--- config.mk ---
export PLATFORM = sky130hd
export DESIGN_NAME = ldstTop
export DESIGN_NICKNAME = d
export VERILOG_FILES = /design/src/design/ldstPkg.sv /design/src/design/ldstAddrGen.sv /design/src/design/ldstDecode.sv /design/src/design/ldstQueue.sv /design/src/design/ldstResult.sv /design/src/design/ldstTop.sv /design/src/design/ringBuffCtrl.sv
export SDC_FILE = /design/constraint.sdc
export NUM_CORES = 1
export LEC_CHECK = 0
export BUFFER_PORTS_ARGS = -buffer_cell sky130_fd_sc_hd__buf_2
export CORE_AREA = 2 2 285 287
export DETAILED_ROUTE_END_ITERATION = 16
export DIE_AREA = 0 0 287 289
export GPL_TIMING_DRIVEN = 0
export PLACE_DENSITY = 0.49
export SETUP_SLACK_MARGIN = 0.3
export SYNTH_ARGS = -nofsm -noshare
export SYNTH_HDL_FRONTEND = slang
export SYNTH_SLANG_ARGS = --single-unit
--- constraint.sdc ---
create_clock -name clock -period 11.7 [get_ports clock]
set_input_delay 0.585 -clock clock [delete_from_list [all_inputs] [get_ports clock]]
set_output_delay 0.585 -clock clock [all_outputs]
set_load 0.02 [all_outputs]
--- src/design/ldstPkg.sv ---
`default_nettype none

package ldstPkg;

	//////////////////////////////////////////////////
	// Widths and sizes
	localparam int AddrWidth       = 16;
	localparam int DataWidth       = 32;
	localparam int TokenWidth      = 6;
	localparam int LengthWidth     = 8;
	localparam int FillWidth       = 16;
	localparam int InstWidth       = 64;
	localparam int QueueDepth      = 8;                 // Command queue entries
	localparam int QueuePtrWidth   = 3;
	localparam int QueueCountWidth = QueuePtrWidth + 1; // Holds 0 to QueueDepth

	typedef logic [AddrWidth-1:0]   addressT;           // Word address
	typedef logic [DataWidth-1:0]   dataT;
	typedef logic [TokenWidth-1:0]  tokenT;             // Tag handed back with results
	typedef logic [LengthWidth-1:0] lengthT;            // Element count, zero allowed
	typedef logic [FillWidth-1:0]   fillT;              // Store fill value
	typedef logic [InstWidth-1:0]   instWordT;

	//////////////////////////////////////////////////
	// Enums
	typedef enum logic [1:0] {
		OpNop      = 2'd0,
		OpLoad     = 2'd1,
		OpStore    = 2'd2,
		OpReserved = 2'd3
	} opcodeT;

	typedef enum logic {
		GenIdle = 1'b0,
		GenRun  = 1'b1
	} genStateT;

	//////////////////////////////////////////////////
	// Structs
	// Instruction word layout, MSB first, 64 bits in all
	typedef struct packed {
		opcodeT  opcode;
		tokenT   token;
		addressT base;
		addressT stride;
		lengthT  length;
		fillT    fill;
	} instFieldsT;

	typedef struct packed {
		logic    isStore;
		tokenT   token;
		addressT base;
		addressT stride;
		lengthT  length;
		fillT    fill;
	} ldstCmdT;                                         // 63 bits

	typedef struct packed {
		logic   isLoad;
		tokenT  token;
		lengthT index;                                  // Element number in command
		logic   last;                                   // Final tag of the command
		logic   noAccess;                               // Length-0 marker, no memory access
	} accessTagT;

	typedef struct packed {
		tokenT  token;
		lengthT index;
		dataT   data;
	} ldstResultT;

	typedef struct packed {
		tokenT token;
		logic  isStore;
	} doneT;

endpackage

`default_nettype wire

--- src/design/ldstAddrGen.sv ---
`default_nettype none

module ldstAddrGen
	import ldstPkg::*;
(
	input  wire logic    clock,
	input  wire logic    rstN,
	input  wire logic    headValid,     // Queue not empty
	input  wire ldstCmdT headCmd,
	input  wire logic    memStall,
	output logic         headGrant,     // One-cycle pop
	output logic         memReq,
	output logic         memWrite,
	output addressT      memAddr,
	output dataT         memWrData,
	output logic         tagValid,      // Lines up with read data
	output accessTagT    tag
);

	genStateT state;
	ldstCmdT  cmdReg;                   // Command being walked
	lengthT   idx;                      // Current element index
	logic     take;                     // Access accepted by memory
	logic     lastElem;
	logic     zeroLen;

	//////////////////////////////////////////////////
	// Handshake
	assign headGrant = (state == GenIdle) & headValid;
	assign take      = memReq & ~memStall;
	assign lastElem  = (idx == cmdReg.length - 1'b1);
	assign zeroLen   = (headCmd.length == '0);

	//////////////////////////////////////////////////
	// State and request control
	always_ff @(posedge clock) begin
		if (!rstN) begin
			state    <= GenIdle;
			memReq   <= 1'b0;
			tagValid <= 1'b0;
		end else begin
			tagValid <= take;
			case (state)
				GenIdle: begin
					if (headGrant) begin
						if (zeroLen) begin
							tagValid <= 1'b1; // Marker tag only, stay idle
						end else begin
							state  <= GenRun;
							memReq <= 1'b1;   // Element 0 next cycle
						end
					end
				end
				GenRun: begin
					if (take && lastElem) begin
						state  <= GenIdle;
						memReq <= 1'b0;
					end
				end
				default: state <= GenIdle;
			endcase
		end
	end

	//////////////////////////////////////////////////
	// Address walk and payload, no reset
	always_ff @(posedge clock) begin
		if (headGrant) begin
			cmdReg    <= headCmd;
			idx       <= '0;
			memAddr   <= headCmd.base;
			memWrite  <= headCmd.isStore;
			memWrData <= {{(DataWidth - FillWidth){1'b0}}, headCmd.fill}; // Zero-extend
		end else if (take) begin
			idx     <= idx + 1'b1;
			memAddr <= memAddr + cmdReg.stride; // Wraps at 16 bits
		end
	end

	// Tag for each taken access, or the length-0 marker
	always_ff @(posedge clock) begin
		if (headGrant && zeroLen) begin
			tag.isLoad   <= ~headCmd.isStore;
			tag.token    <= headCmd.token;
			tag.index    <= '0;
			tag.last     <= 1'b1;
			tag.noAccess <= 1'b1;
		end else if (take) begin
			tag.isLoad   <= ~cmdReg.isStore;
			tag.token    <= cmdReg.token;
			tag.index    <= idx;
			tag.last     <= lastElem;
			tag.noAccess <= 1'b0;
		end
	end

	// Request held steady while memory stalls
	assert property (@(posedge clock) disable iff (!rstN)
		(memReq && memStall) |=> (memReq && $stable(memAddr) && $stable(memWrite)
			&& $stable(memWrData)));

endmodule

`default_nettype wire

--- src/design/ldstDecode.sv ---
`default_nettype none

module ldstDecode
	import ldstPkg::*;
(
	input  wire logic     clock,
	input  wire logic     rstN,
	input  wire logic     instValid,      // Instruction strobe
	input  wire instWordT instWord,
	input  wire logic     cmdStall,       // Queue full
	output logic          instStall,      // Back-pressure to issuer
	output logic          illegalOp,      // One pulse per reserved opcode
	output logic          cmdValid,
	output ldstCmdT       cmd
);

	instFieldsT fields;
	logic       accept;                   // Word taken this cycle
	logic       isMemOp;                  // Load or store
	ldstCmdT    newCmd;

	//////////////////////////////////////////////////
	// Field split
	assign fields    = instFieldsT'(instWord);
	assign isMemOp   = (fields.opcode == OpLoad) || (fields.opcode == OpStore);
	assign instStall = cmdValid & cmdStall; // Register held while queue is full
	assign accept    = instValid & ~instStall;

	always_comb begin
		newCmd.isStore = (fields.opcode == OpStore);
		newCmd.token   = fields.token;
		newCmd.base    = fields.base;
		newCmd.stride  = fields.stride;
		newCmd.length  = fields.length;
		newCmd.fill    = fields.fill;
	end

	//////////////////////////////////////////////////
	// Output register
	always_ff @(posedge clock) begin
		if (!rstN) begin
			cmdValid  <= 1'b0;
			illegalOp <= 1'b0;
		end else begin
			illegalOp <= accept && (fields.opcode == OpReserved);
			if (!instStall) begin
				cmdValid <= accept & isMemOp; // Nop and reserved leave it empty
			end
		end
	end

	// Payload has no reset
	always_ff @(posedge clock) begin
		if (accept && isMemOp) begin
			cmd <= newCmd;
		end
	end

	// Held command must not change until the queue takes it
	assert property (@(posedge clock) disable iff (!rstN)
		(cmdValid && cmdStall) |=> (cmdValid && $stable(cmd)));

endmodule

`default_nettype wire

--- src/design/ldstQueue.sv ---
`default_nettype none

module ldstQueue
	import ldstPkg::*;
(
	input  wire logic    clock,
	input  wire logic    rstN,
	input  wire logic    cmdValid,    // Command offered by decode
	input  wire ldstCmdT cmd,
	input  wire logic    headGrant,   // Pop from address generator
	output logic         cmdStall,    // Full flag back to decode
	output logic         headValid,   // Not empty
	output ldstCmdT      headCmd      // Oldest entry
);

	ldstCmdT                  cmdBuff [QueueDepth];
	logic                     we;
	logic                     re;
	logic [QueuePtrWidth-1:0] wAddr;
	logic [QueuePtrWidth-1:0] rAddr;
	logic                     full;
	logic                     empty;

	//////////////////////////////////////////////////
	// Handshake qualification
	assign we        = cmdValid & ~full;
	assign re        = headGrant & ~empty;

	assign cmdStall  = full;
	assign headValid = ~empty;
	assign headCmd   = cmdBuff[rAddr];  // Visible the cycle after the write

	//////////////////////////////////////////////////
	// Storage
	always_ff @(posedge clock) begin
		if (we) begin
			cmdBuff[wAddr] <= cmd;
		end
	end

	//////////////////////////////////////////////////
	// Pointer control
	ringBuffCtrl uRingBuffCtrl (
		.clock (clock),
		.rstN  (rstN),
		.we    (we),
		.re    (re),
		.wAddr (wAddr),
		.rAddr (rAddr),
		.full  (full),
		.empty (empty),
		.count ()
	);

	// A grant only ever follows an offered head
	assert property (@(posedge clock) disable iff (!rstN) headGrant |-> headValid);

endmodule

`default_nettype wire

--- src/design/ldstResult.sv ---
`default_nettype none

module ldstResult
	import ldstPkg::*;
(
	input  wire logic      clock,
	input  wire logic      rstN,
	input  wire logic      tagValid,    // One cycle after a taken access
	input  wire accessTagT tag,
	input  wire dataT      memRdData,   // Valid with the tag of a load
	output logic           resValid,
	output ldstResultT     resData,
	output logic           doneValid,   // Command finished
	output doneT           done
);

	logic loadHit;                      // Tag carries real read data
	logic lastHit;

	//////////////////////////////////////////////////
	// Tag decode
	assign loadHit = tagValid & tag.isLoad & ~tag.noAccess;
	assign lastHit = tagValid & tag.last;

	//////////////////////////////////////////////////
	// Strobes
	always_ff @(posedge clock) begin
		if (!rstN) begin
			resValid  <= 1'b0;
			doneValid <= 1'b0;
		end else begin
			resValid  <= loadHit;       // Stores and markers give no element result
			doneValid <= lastHit;       // Same cycle as last load result
		end
	end

	//////////////////////////////////////////////////
	// Payload, no reset
	always_ff @(posedge clock) begin
		if (loadHit) begin
			resData.token <= tag.token;
			resData.index <= tag.index;
			resData.data  <= memRdData;
		end
	end

	always_ff @(posedge clock) begin
		if (lastHit) begin
			done.token   <= tag.token;
			done.isStore <= ~tag.isLoad;
		end
	end

	// Length-0 marker is always the closing tag of its command
	assert property (@(posedge clock) disable iff (!rstN)
		(tagValid && tag.noAccess) |-> tag.last);

endmodule

`default_nettype wire

--- src/design/ldstTop.sv ---
`default_nettype none

module ldstTop
	import ldstPkg::*;
(
	input  wire logic     clock,
	input  wire logic     rstN,
	// Instruction side
	input  wire logic     instValid,
	input  wire instWordT instWord,
	output logic          instStall,
	output logic          illegalOp,
	// Memory port
	output logic          memReq,
	output logic          memWrite,
	output addressT       memAddr,
	output dataT          memWrData,
	input  wire logic     memStall,
	input  wire dataT     memRdData,   // One-cycle read latency
	// Results
	output logic          resValid,
	output ldstResultT    resData,
	output logic          doneValid,
	output doneT          done
);

	//////////////////////////////////////////////////
	// Internal paths
	logic      cmdValid;
	ldstCmdT   cmd;
	logic      cmdStall;
	logic      headValid;
	ldstCmdT   headCmd;
	logic      headGrant;
	logic      tagValid;
	accessTagT tag;

	ldstDecode uDecode (
		.clock     (clock),
		.rstN      (rstN),
		.instValid (instValid),
		.instWord  (instWord),
		.cmdStall  (cmdStall),
		.instStall (instStall),
		.illegalOp (illegalOp),
		.cmdValid  (cmdValid),
		.cmd       (cmd)
	);

	ldstQueue uQueue (
		.clock     (clock),
		.rstN      (rstN),
		.cmdValid  (cmdValid),
		.cmd       (cmd),
		.headGrant (headGrant),
		.cmdStall  (cmdStall),
		.headValid (headValid),
		.headCmd   (headCmd)
	);

	ldstAddrGen uAddrGen (
		.clock     (clock),
		.rstN      (rstN),
		.headValid (headValid),
		.headCmd   (headCmd),
		.memStall  (memStall),
		.headGrant (headGrant),
		.memReq    (memReq),
		.memWrite  (memWrite),
		.memAddr   (memAddr),
		.memWrData (memWrData),
		.tagValid  (tagValid),
		.tag       (tag)
	);

	ldstResult uResult (
		.clock     (clock),
		.rstN      (rstN),
		.tagValid  (tagValid),
		.tag       (tag),
		.memRdData (memRdData),
		.resValid  (resValid),
		.resData   (resData),
		.doneValid (doneValid),
		.done      (done)
	);

endmodule

`default_nettype wire

--- src/design/ringBuffCtrl.sv ---
`default_nettype none

module ringBuffCtrl
	import ldstPkg::*;
(
	input  wire logic                   clock,
	input  wire logic                   rstN,
	input  wire logic                   we,     // Qualified write
	input  wire logic                   re,     // Qualified read
	output logic [QueuePtrWidth-1:0]    wAddr,
	output logic [QueuePtrWidth-1:0]    rAddr,
	output logic                        full,
	output logic                        empty,
	output logic [QueueCountWidth-1:0]  count   // Occupancy
);

	localparam logic [QueuePtrWidth-1:0] LastPtr = QueuePtrWidth'(QueueDepth - 1);

	//////////////////////////////////////////////////
	// Flags from occupancy
	assign full  = (count == QueueCountWidth'(QueueDepth));
	assign empty = (count == '0);

	//////////////////////////////////////////////////
	// Pointers, wrap at the last entry
	always_ff @(posedge clock) begin
		if (!rstN) begin
			wAddr <= '0;
			rAddr <= '0;
		end else begin
			if (we) begin
				wAddr <= (wAddr == LastPtr) ? '0 : wAddr + 1'b1;
			end
			if (re) begin
				rAddr <= (rAddr == LastPtr) ? '0 : rAddr + 1'b1;
			end
		end
	end

	// Count moves only when exactly one side is active
	always_ff @(posedge clock) begin
		if (!rstN) begin
			count <= '0;
		end else begin
			case ({we, re})
				2'b10:   count <= count + 1'b1;
				2'b01:   count <= count - 1'b1;
				default: count <= count;
			endcase
		end
	end

	// Callers must qualify their strobes
	assert property (@(posedge clock) disable iff (!rstN) !(we && full));
	assert property (@(posedge clock) disable iff (!rstN) !(re && empty));

endmodule

`default_nettype wire

==> results.sh, run 1 <==
export IMPL_status="finished, final reports clean"
export IMPL_grt_pass1_wl_mm=93.7
export IMPL_drive_above_1_share_pct=33.9
export IMPL_grt_use_total_pct=15.4
export IMPL_drv_cap=0
export IMPL_vias=13900
export IMPL_post_cts_resized=0
export IMPL_htreeDepth=3
export IMPL_num_io_pins=207
export IMPL_slew_headroom_pct=26.7
export IMPL_final_common_cell="edfxtp_1"
export IMPL_drc=0
export IMPL_num_antenna_cells=0
export IMPL_cts_path_max_buffers=3
export IMPL_rrSetupSlack_ps=8440
export IMPL_place_inst=2697
export IMPL_r2r_cells=7
export IMPL_clk_latency_ps=660
export IMPL_hold_buffers=0
export IMPL_p_per_area_nw_per_um2=221
export IMPL_clock_skew_final_ps=43.6
export IMPL_drt_total_wl_mm=63.0
export IMPL_cts_made_buffers=79
export IMPL_cts_clk_slew_worst_paths_ps=60
export IMPL_cts_sinks=728
export IMPL_io_buffers=190
export IMPL_end_kind="flip-flop"
export IMPL_post_cts_buffers=0
export IMPL_yosys_warnings=0
export IMPL_drtIter0Drc=949
export IMPL_vdd_drop_max_uv=131
export IMPL_hp_start="instWord[11]"
export IMPL_crit_path_start_kind="flip-flop"
export IMPL_crit_type="flip-flop to flip-flop"
export IMPL_grt_max_degree=27
export IMPL_num_fill_cells=7107
export IMPL_cts_root_buf="clkbuf_16"
export IMPL_cts_tree="yes"
export IMPL_grt_overflow=0
export IMPL_worst_pin_slew_ps=1100
export IMPL_seq_area_frac_synth_pct=77.2
export IMPL_place_hpwl_mm=43.2
export IMPL_min_to="uDecode.cmd[11]"
export IMPL_syn_area_per_cell_um2=20.3
export IMPL_grt_pass1_vias=14500
export IMPL_cp_data_arrival_time_ps=3640
export IMPL_holdPathStages=1
export IMPL_clock_fmax_mhz=307
export IMPL_gp_congestion=0.796
export IMPL_slew_violations=0
export IMPL_ant_nets=0
export IMPL_wl_per_cell_um=22.1
export IMPL_min_period_over_period_pct=27.9
export IMPL_synthCells=1370
export IMPL_critPathMaxFanout=10
export IMPL_row_count=104
export IMPL_holdWs_ps=98.6
export IMPL_grt_antenna_before_repair=2
export IMPL_start_util_pct=34.8
export IMPL_dieArea_um2=82900
export IMPL_die_x_um=287
export IMPL_synth_ff_type="edfxtp_1"
export IMPL_min_path_type="primary input to flip-flop"
export IMPL_fp_dieH_um=289
export IMPL_hold_viol_final=0
export IMPL_rsz0062_at_grt="false"
export IMPL_drt_pass1_iter_count=5
export IMPL_fin_cells=2844
export IMPL_ys_types=69
export IMPL_ys_ff_latch=728
export IMPL_synthArstFlopShare_pct=0
export IMPL_final_min_clock_period_ps=3260
export IMPL_core_area_um2=79900
export IMPL_final_cell_mix="690 x edfxtp_1, 205 x buf_2, 121 x mux4_2, 79 x clkbuf_16, 56 x nand2_1"
export IMPL_crit_required_ps=12080
export IMPL_syn_area_um2=27800
export IMPL_synth_edf_count=690
export IMPL_vias_per_cell=4.90
export IMPL_syn_to_final_growth_pct=21.6
export IMPL_r2r_end="uAddrGen.memAddr[5]"
export IMPL_p_leak_nw=11.3
export IMPL_setup_viol=0
export IMPL_finalNetCount=1846
-- layout make-up --
type	instances	area, um^2	share of cell area (%)
well taps	1060	1330	3.92
flip-flops and latches	728	21500	63.5
clock buffers	91	2040	6.04
plain buffers	68	363	1.07
multi-input cells	571	6030	17.8
clock inverters	56	759	2.25
inverters	18	67.6	0.200
repair buffers	252	1750	5.17
-- cells in the mapped netlist (13+ instances only) --
cell type  count  area [um^2]
a21boi_1      14          105
a21oi_1       37          185
buf_1         13         48.8
buf_2         14         70.1
buf_4         17          128
clkbuf_1      21         78.8
dfxtp_1       38          761
edfxtp_1     690        20700
ha_1          26          325
inv_1         15         56.3
mux2_2        49          552
mux2i_1       14          140
mux4_2       121         2730
nand2_1       56          210
nand2b_1      15         93.8
nor2_1        31          116
nor2b_1       13         81.3
nor3_1        16         80.1
o21ai_0       13         65.1
xnor2_1       14          123
-- state kept, by name, summed over array words and instances, names as in the netlist, 3 cells and up, named ones only --
signal                      count
uQueue.cmdBuff                504
uAddrGen.cmdReg                30
uAddrGen.memWrData             16
uAddrGen.tag                   17
uDecode.cmd                    63
uResult.done                    7
uQueue.uRingBuffCtrl.rAddr      3
uAddrGen.memAddr               16
uAddrGen.idx                    8
uQueue.uRingBuffCtrl.wAddr      3
uQueue.uRingBuffCtrl.count      4
uResult.resData                46
-- layer usage --
layer	part of all wire, %	routed length [um]	GRT usage, %	vias to the layer above
met4	2.0	1260	4.74	0
met3	5.8	3640	3.20	101
met5	0	0	0	-
met2	48	29900	24.8	377
li1	-	-	-	6220
met1	45	28100	21.0	7237
-- critical path: stages (launching register included) --
cell      delay (ps)
dfxtp_1          300
clkbuf_1         250
buf_2            360
buf_2            420
clkbuf_1         710
mux4_2           410
mux2i_1          400
a21oi_1          130
-- power breakdown --
group          switching (mW)  internal, mW  total [mW]
Sequential              0.138          3.13        3.27
Combinational           0.919         0.673        1.59
Clock                    1.06          1.56        2.62
Total                    2.12          5.37        7.48
-- stage by stage --
step	setup WS [ps]	power [mW]	setup TNS [ps]	util, %	instance area (um^2)
2_1_floorplan	4340	4.39	0	-	27900
3_3_place_gp	-3710	4.90	-233530	37.7	30100
3_5_place_dp	8270	4.93	0	38.8	31000
4_1_cts	8260	7.60	0	42.3	33800
5_1_grt	8210	7.86	0	42.3	33800
6_report	8440	7.48	0	42.3	33800
-- worst max path at each step --
stage | startpoint | end | slack [ps] | cells past startpoint
CTS | flip-flop | uAddrGen.memAddr[5] | 8260 | 7
detailed placement | flip-flop | uAddrGen.memAddr[5] | 8270 | 7
global route | flip-flop | uAddrGen.memAddr[5] | 8210 | 7
finish | flip-flop | uAddrGen.memAddr[5] | 8440 | 7
global placement | uQueue.uRingBuffCtrl.count[0] | uQueue.cmdBuff[0][5] | -3710 | 4
floorplan | uQueue.uRingBuffCtrl.count[0] | uQueue.cmdBuff[0][0] | 4340 | 4
-- logic make-up after synthesis --
family / synth area share, %
DFF: 77.2
and+or+nand+nor: 3.60
muxes: 12.5
AOI/OAI and AO/OA: 2.98
buffers and inverters: 1.54
adders and majority gates: 1.31
xor gates and xnor gates: 0.792
other: 0.0135
Note: power is estimated with default switching activity, not from simulation.
==> inputs of run 2 (changes only) <==
- clock period: 11.7 -> 3.1 ns (I/O delays scaled with it)
==> results.sh, run 2 (same netlist as run 1, synthesis figures left out) <==
export IMPL_status="finished, final reports clean"
export IMPL_grt_antenna_before_repair=1
export IMPL_top_regs="uQueue.cmdBuff (504), uDecode.cmd (63), uResult.resData (46)"
export IMPL_cts_made_buffers=79
export IMPL_row_count=104
export IMPL_grt_use_total_pct=15.3
export IMPL_end_kind="flip-flop"
export IMPL_drtIter0Drc=941
export IMPL_crit_path_start_kind="flip-flop"
export IMPL_wl_per_cell_um=21.6
export IMPL_io_buffers=190
export IMPL_worst_slack_ps=429
export IMPL_min_period_over_period_pct=86.2
export IMPL_p_per_area_nw_per_um2=791
export IMPL_holdPathStages=3
export IMPL_final_min_clock_period_ps=2670
export IMPL_cts_tree="yes"
export IMPL_rsz0062_at_grt="true"
export IMPL_setup_viol=0
export IMPL_min_to="uDecode.cmd[62]"
export IMPL_clock_fmax_mhz=374
export IMPL_slew_violations=0
export IMPL_final_common_cell="edfxtp_1"
export IMPL_drive_above_1_share_pct=32.5
export IMPL_pre_cts_ws_ps=-301
export IMPL_cp_common_cell="buf_4"
export IMPL_largest_reg_flops=504
export IMPL_hp_start="instWord[62]"
export IMPL_r2r_cells=7
export IMPL_drt_pass1_iter_count=5
export IMPL_hold_viol_final=0
export IMPL_gp_congestion=0.815
export IMPL_multi_input_area_um2=6110
export IMPL_critPathMaxFanout=10
export IMPL_regMostFlops="uQueue.cmdBuff"
export IMPL_core_area_um2=79900
export IMPL_stdcell_area_um2=34800
export IMPL_htreeDepth=3
export IMPL_cts_path_max_buffers=3
export IMPL_num_fill_cells=6978
export IMPL_tns_ps=0
export IMPL_clock_skew_final_ps=24.9
export IMPL_dieArea_um2=82900
export IMPL_die_x_um=287
export IMPL_final_cell_mix="690 x edfxtp_1, 201 x buf_2, 121 x mux4_2, 99 x dlygate4sd3_1, 79 x clkbuf_16"
export IMPL_clk_latency_ps=640
export IMPL_placed_area_um2=31100
export IMPL_grt_max_degree=57
export IMPL_fp_dieH_um=289
export IMPL_r2r_end="uAddrGen.memAddr[3]"
export IMPL_cp_data_arrival_time_ps=3030
export IMPL_min_path_type="primary input to flip-flop"
export IMPL_drv_cap=0
export IMPL_syn_to_final_growth_pct=25.0
export IMPL_holdWs_ps=70.2
export IMPL_start_util_pct=34.8
export IMPL_vias=14200
export IMPL_p_leak_nw=11.6
export IMPL_grt_pass1_vias=14700
export IMPL_grt_pass1_wl_mm=94.0
export IMPL_crit_type="flip-flop to flip-flop"
export IMPL_grt_overflow=0
export IMPL_cts_clk_slew_worst_paths_ps=60
export IMPL_place_inst=2677
export IMPL_fin_cells=2918
export IMPL_vias_per_cell=4.87
export IMPL_cts_root_buf="clkbuf_16"
export IMPL_finalNetCount=1926
export IMPL_vdd_drop_max_uv=463
export IMPL_drc=0
export IMPL_worst_pin_slew_ps=952
export IMPL_rrSetupSlack_ps=430
export IMPL_slowest_delay_ps=470
export IMPL_ant_nets=0
export IMPL_path_cells="buf_2 > buf_4 > buf_4 > buf_4 > buf_4 > mux2i_1 > a21oi_1"
export IMPL_place_hpwl_mm=42.1
export IMPL_num_io_pins=207
export IMPL_cts_sinks=728
export IMPL_slew_headroom_pct=36.5
export IMPL_drt_total_wl_mm=63.2
export IMPL_crit_required_ps=3460
export IMPL_cp_slowest_cell="dfxtp_1"
export IMPL_seqCellArea_um2=21500
==> run 2: cell count changes in the layout (fill, tap and decap cells not counted), sizes merged <==
| cell | change |
|---|---|
| buf | -27 |
| diode | +1 |
| inv | +1 |
| clkinv | -5 |
| bufinv | -8 |
| dlygate4sd3 | +99 |
| clkinvlp | -1 |
| clkbuf | +7 |
| clkdlybuf4s15 | +7 |
==> run 2: critical path, delay by kind of cell, from the launching register on <==
| family | cells | cell delay [ps] |
|---|---|---|
| flip-flops | 1 | 470 |
| multiplexers | 1 | 420 |
| buffers and inverters | 5 | 1370 |
| AO/OA/AOI/OAI | 1 | 120 |
==> run 2: layer usage <==
layer	global-route usage, %	up-vias	wire, um
met5	0	-	0
met1	21.2	7360	28600
met3	2.64	103	3100
li1	-	6382	-
met2	24.9	363	29900
met4	4.86	0	1550
==> run 2: power breakdown <==
part | switching (mW) | internal, mW
clock network | 3.86 | 5.19
registers | 0.533 | 11.8
logic | 3.47 | 2.62
total | 7.87 | 19.6
==> run 2: per-stage QoR <==
stage	total power [mW]	utilization (%)
floorplan	16.6	-
global placement	18.5	37.9
detailed placement	18.6	39.0
CTS	27.9	43.5
global route	28.9	43.5
finish	27.5	43.5
==> run 2: worst max-delay path by stage <==
stage / cells after the start / to / slack, ps / startpoint
2_1_floorplan: 4 / uQueue.cmdBuff[0][0] / -30 / uQueue.uRingBuffCtrl.count[0]
4_1_cts: 6 / uAddrGen.memAddr[3] / 320 / flip-flop
3_5_place_dp: 7 / uAddrGen.memAddr[5] / -300 / flip-flop
6_report: 7 / uAddrGen.memAddr[3] / 430 / flip-flop
5_1_grt: 11 / uQueue.uRingBuffCtrl.count[3] / 280 / uQueue.uRingBuffCtrl.count[0]
3_3_place_gp: 4 / uQueue.cmdBuff[0][8] / -2660 / uQueue.uRingBuffCtrl.count[0]
==> run 2: final cells by class <==
cell class / count / share of cell area (%)
sequential: 728 / 61.8
timing repair buffer: 332 / 8.11
antenna: 1 / 0.00720
inverter: 18 / 0.194
tap: 1060 / 3.81
clock inverter: 43 / 1.31
multi-input combinational: 571 / 17.6
buffer: 68 / 1.31
clock buffer: 97 / 5.91
==> run 2: repair_timing <==
item	CTS	global route
setup endpoints to repair	73	6
pin swaps	1	0
hold buffers	99	0
gates resized for setup	39	5
setup buffers	1	0
endpoints found under the hold margin	114	0
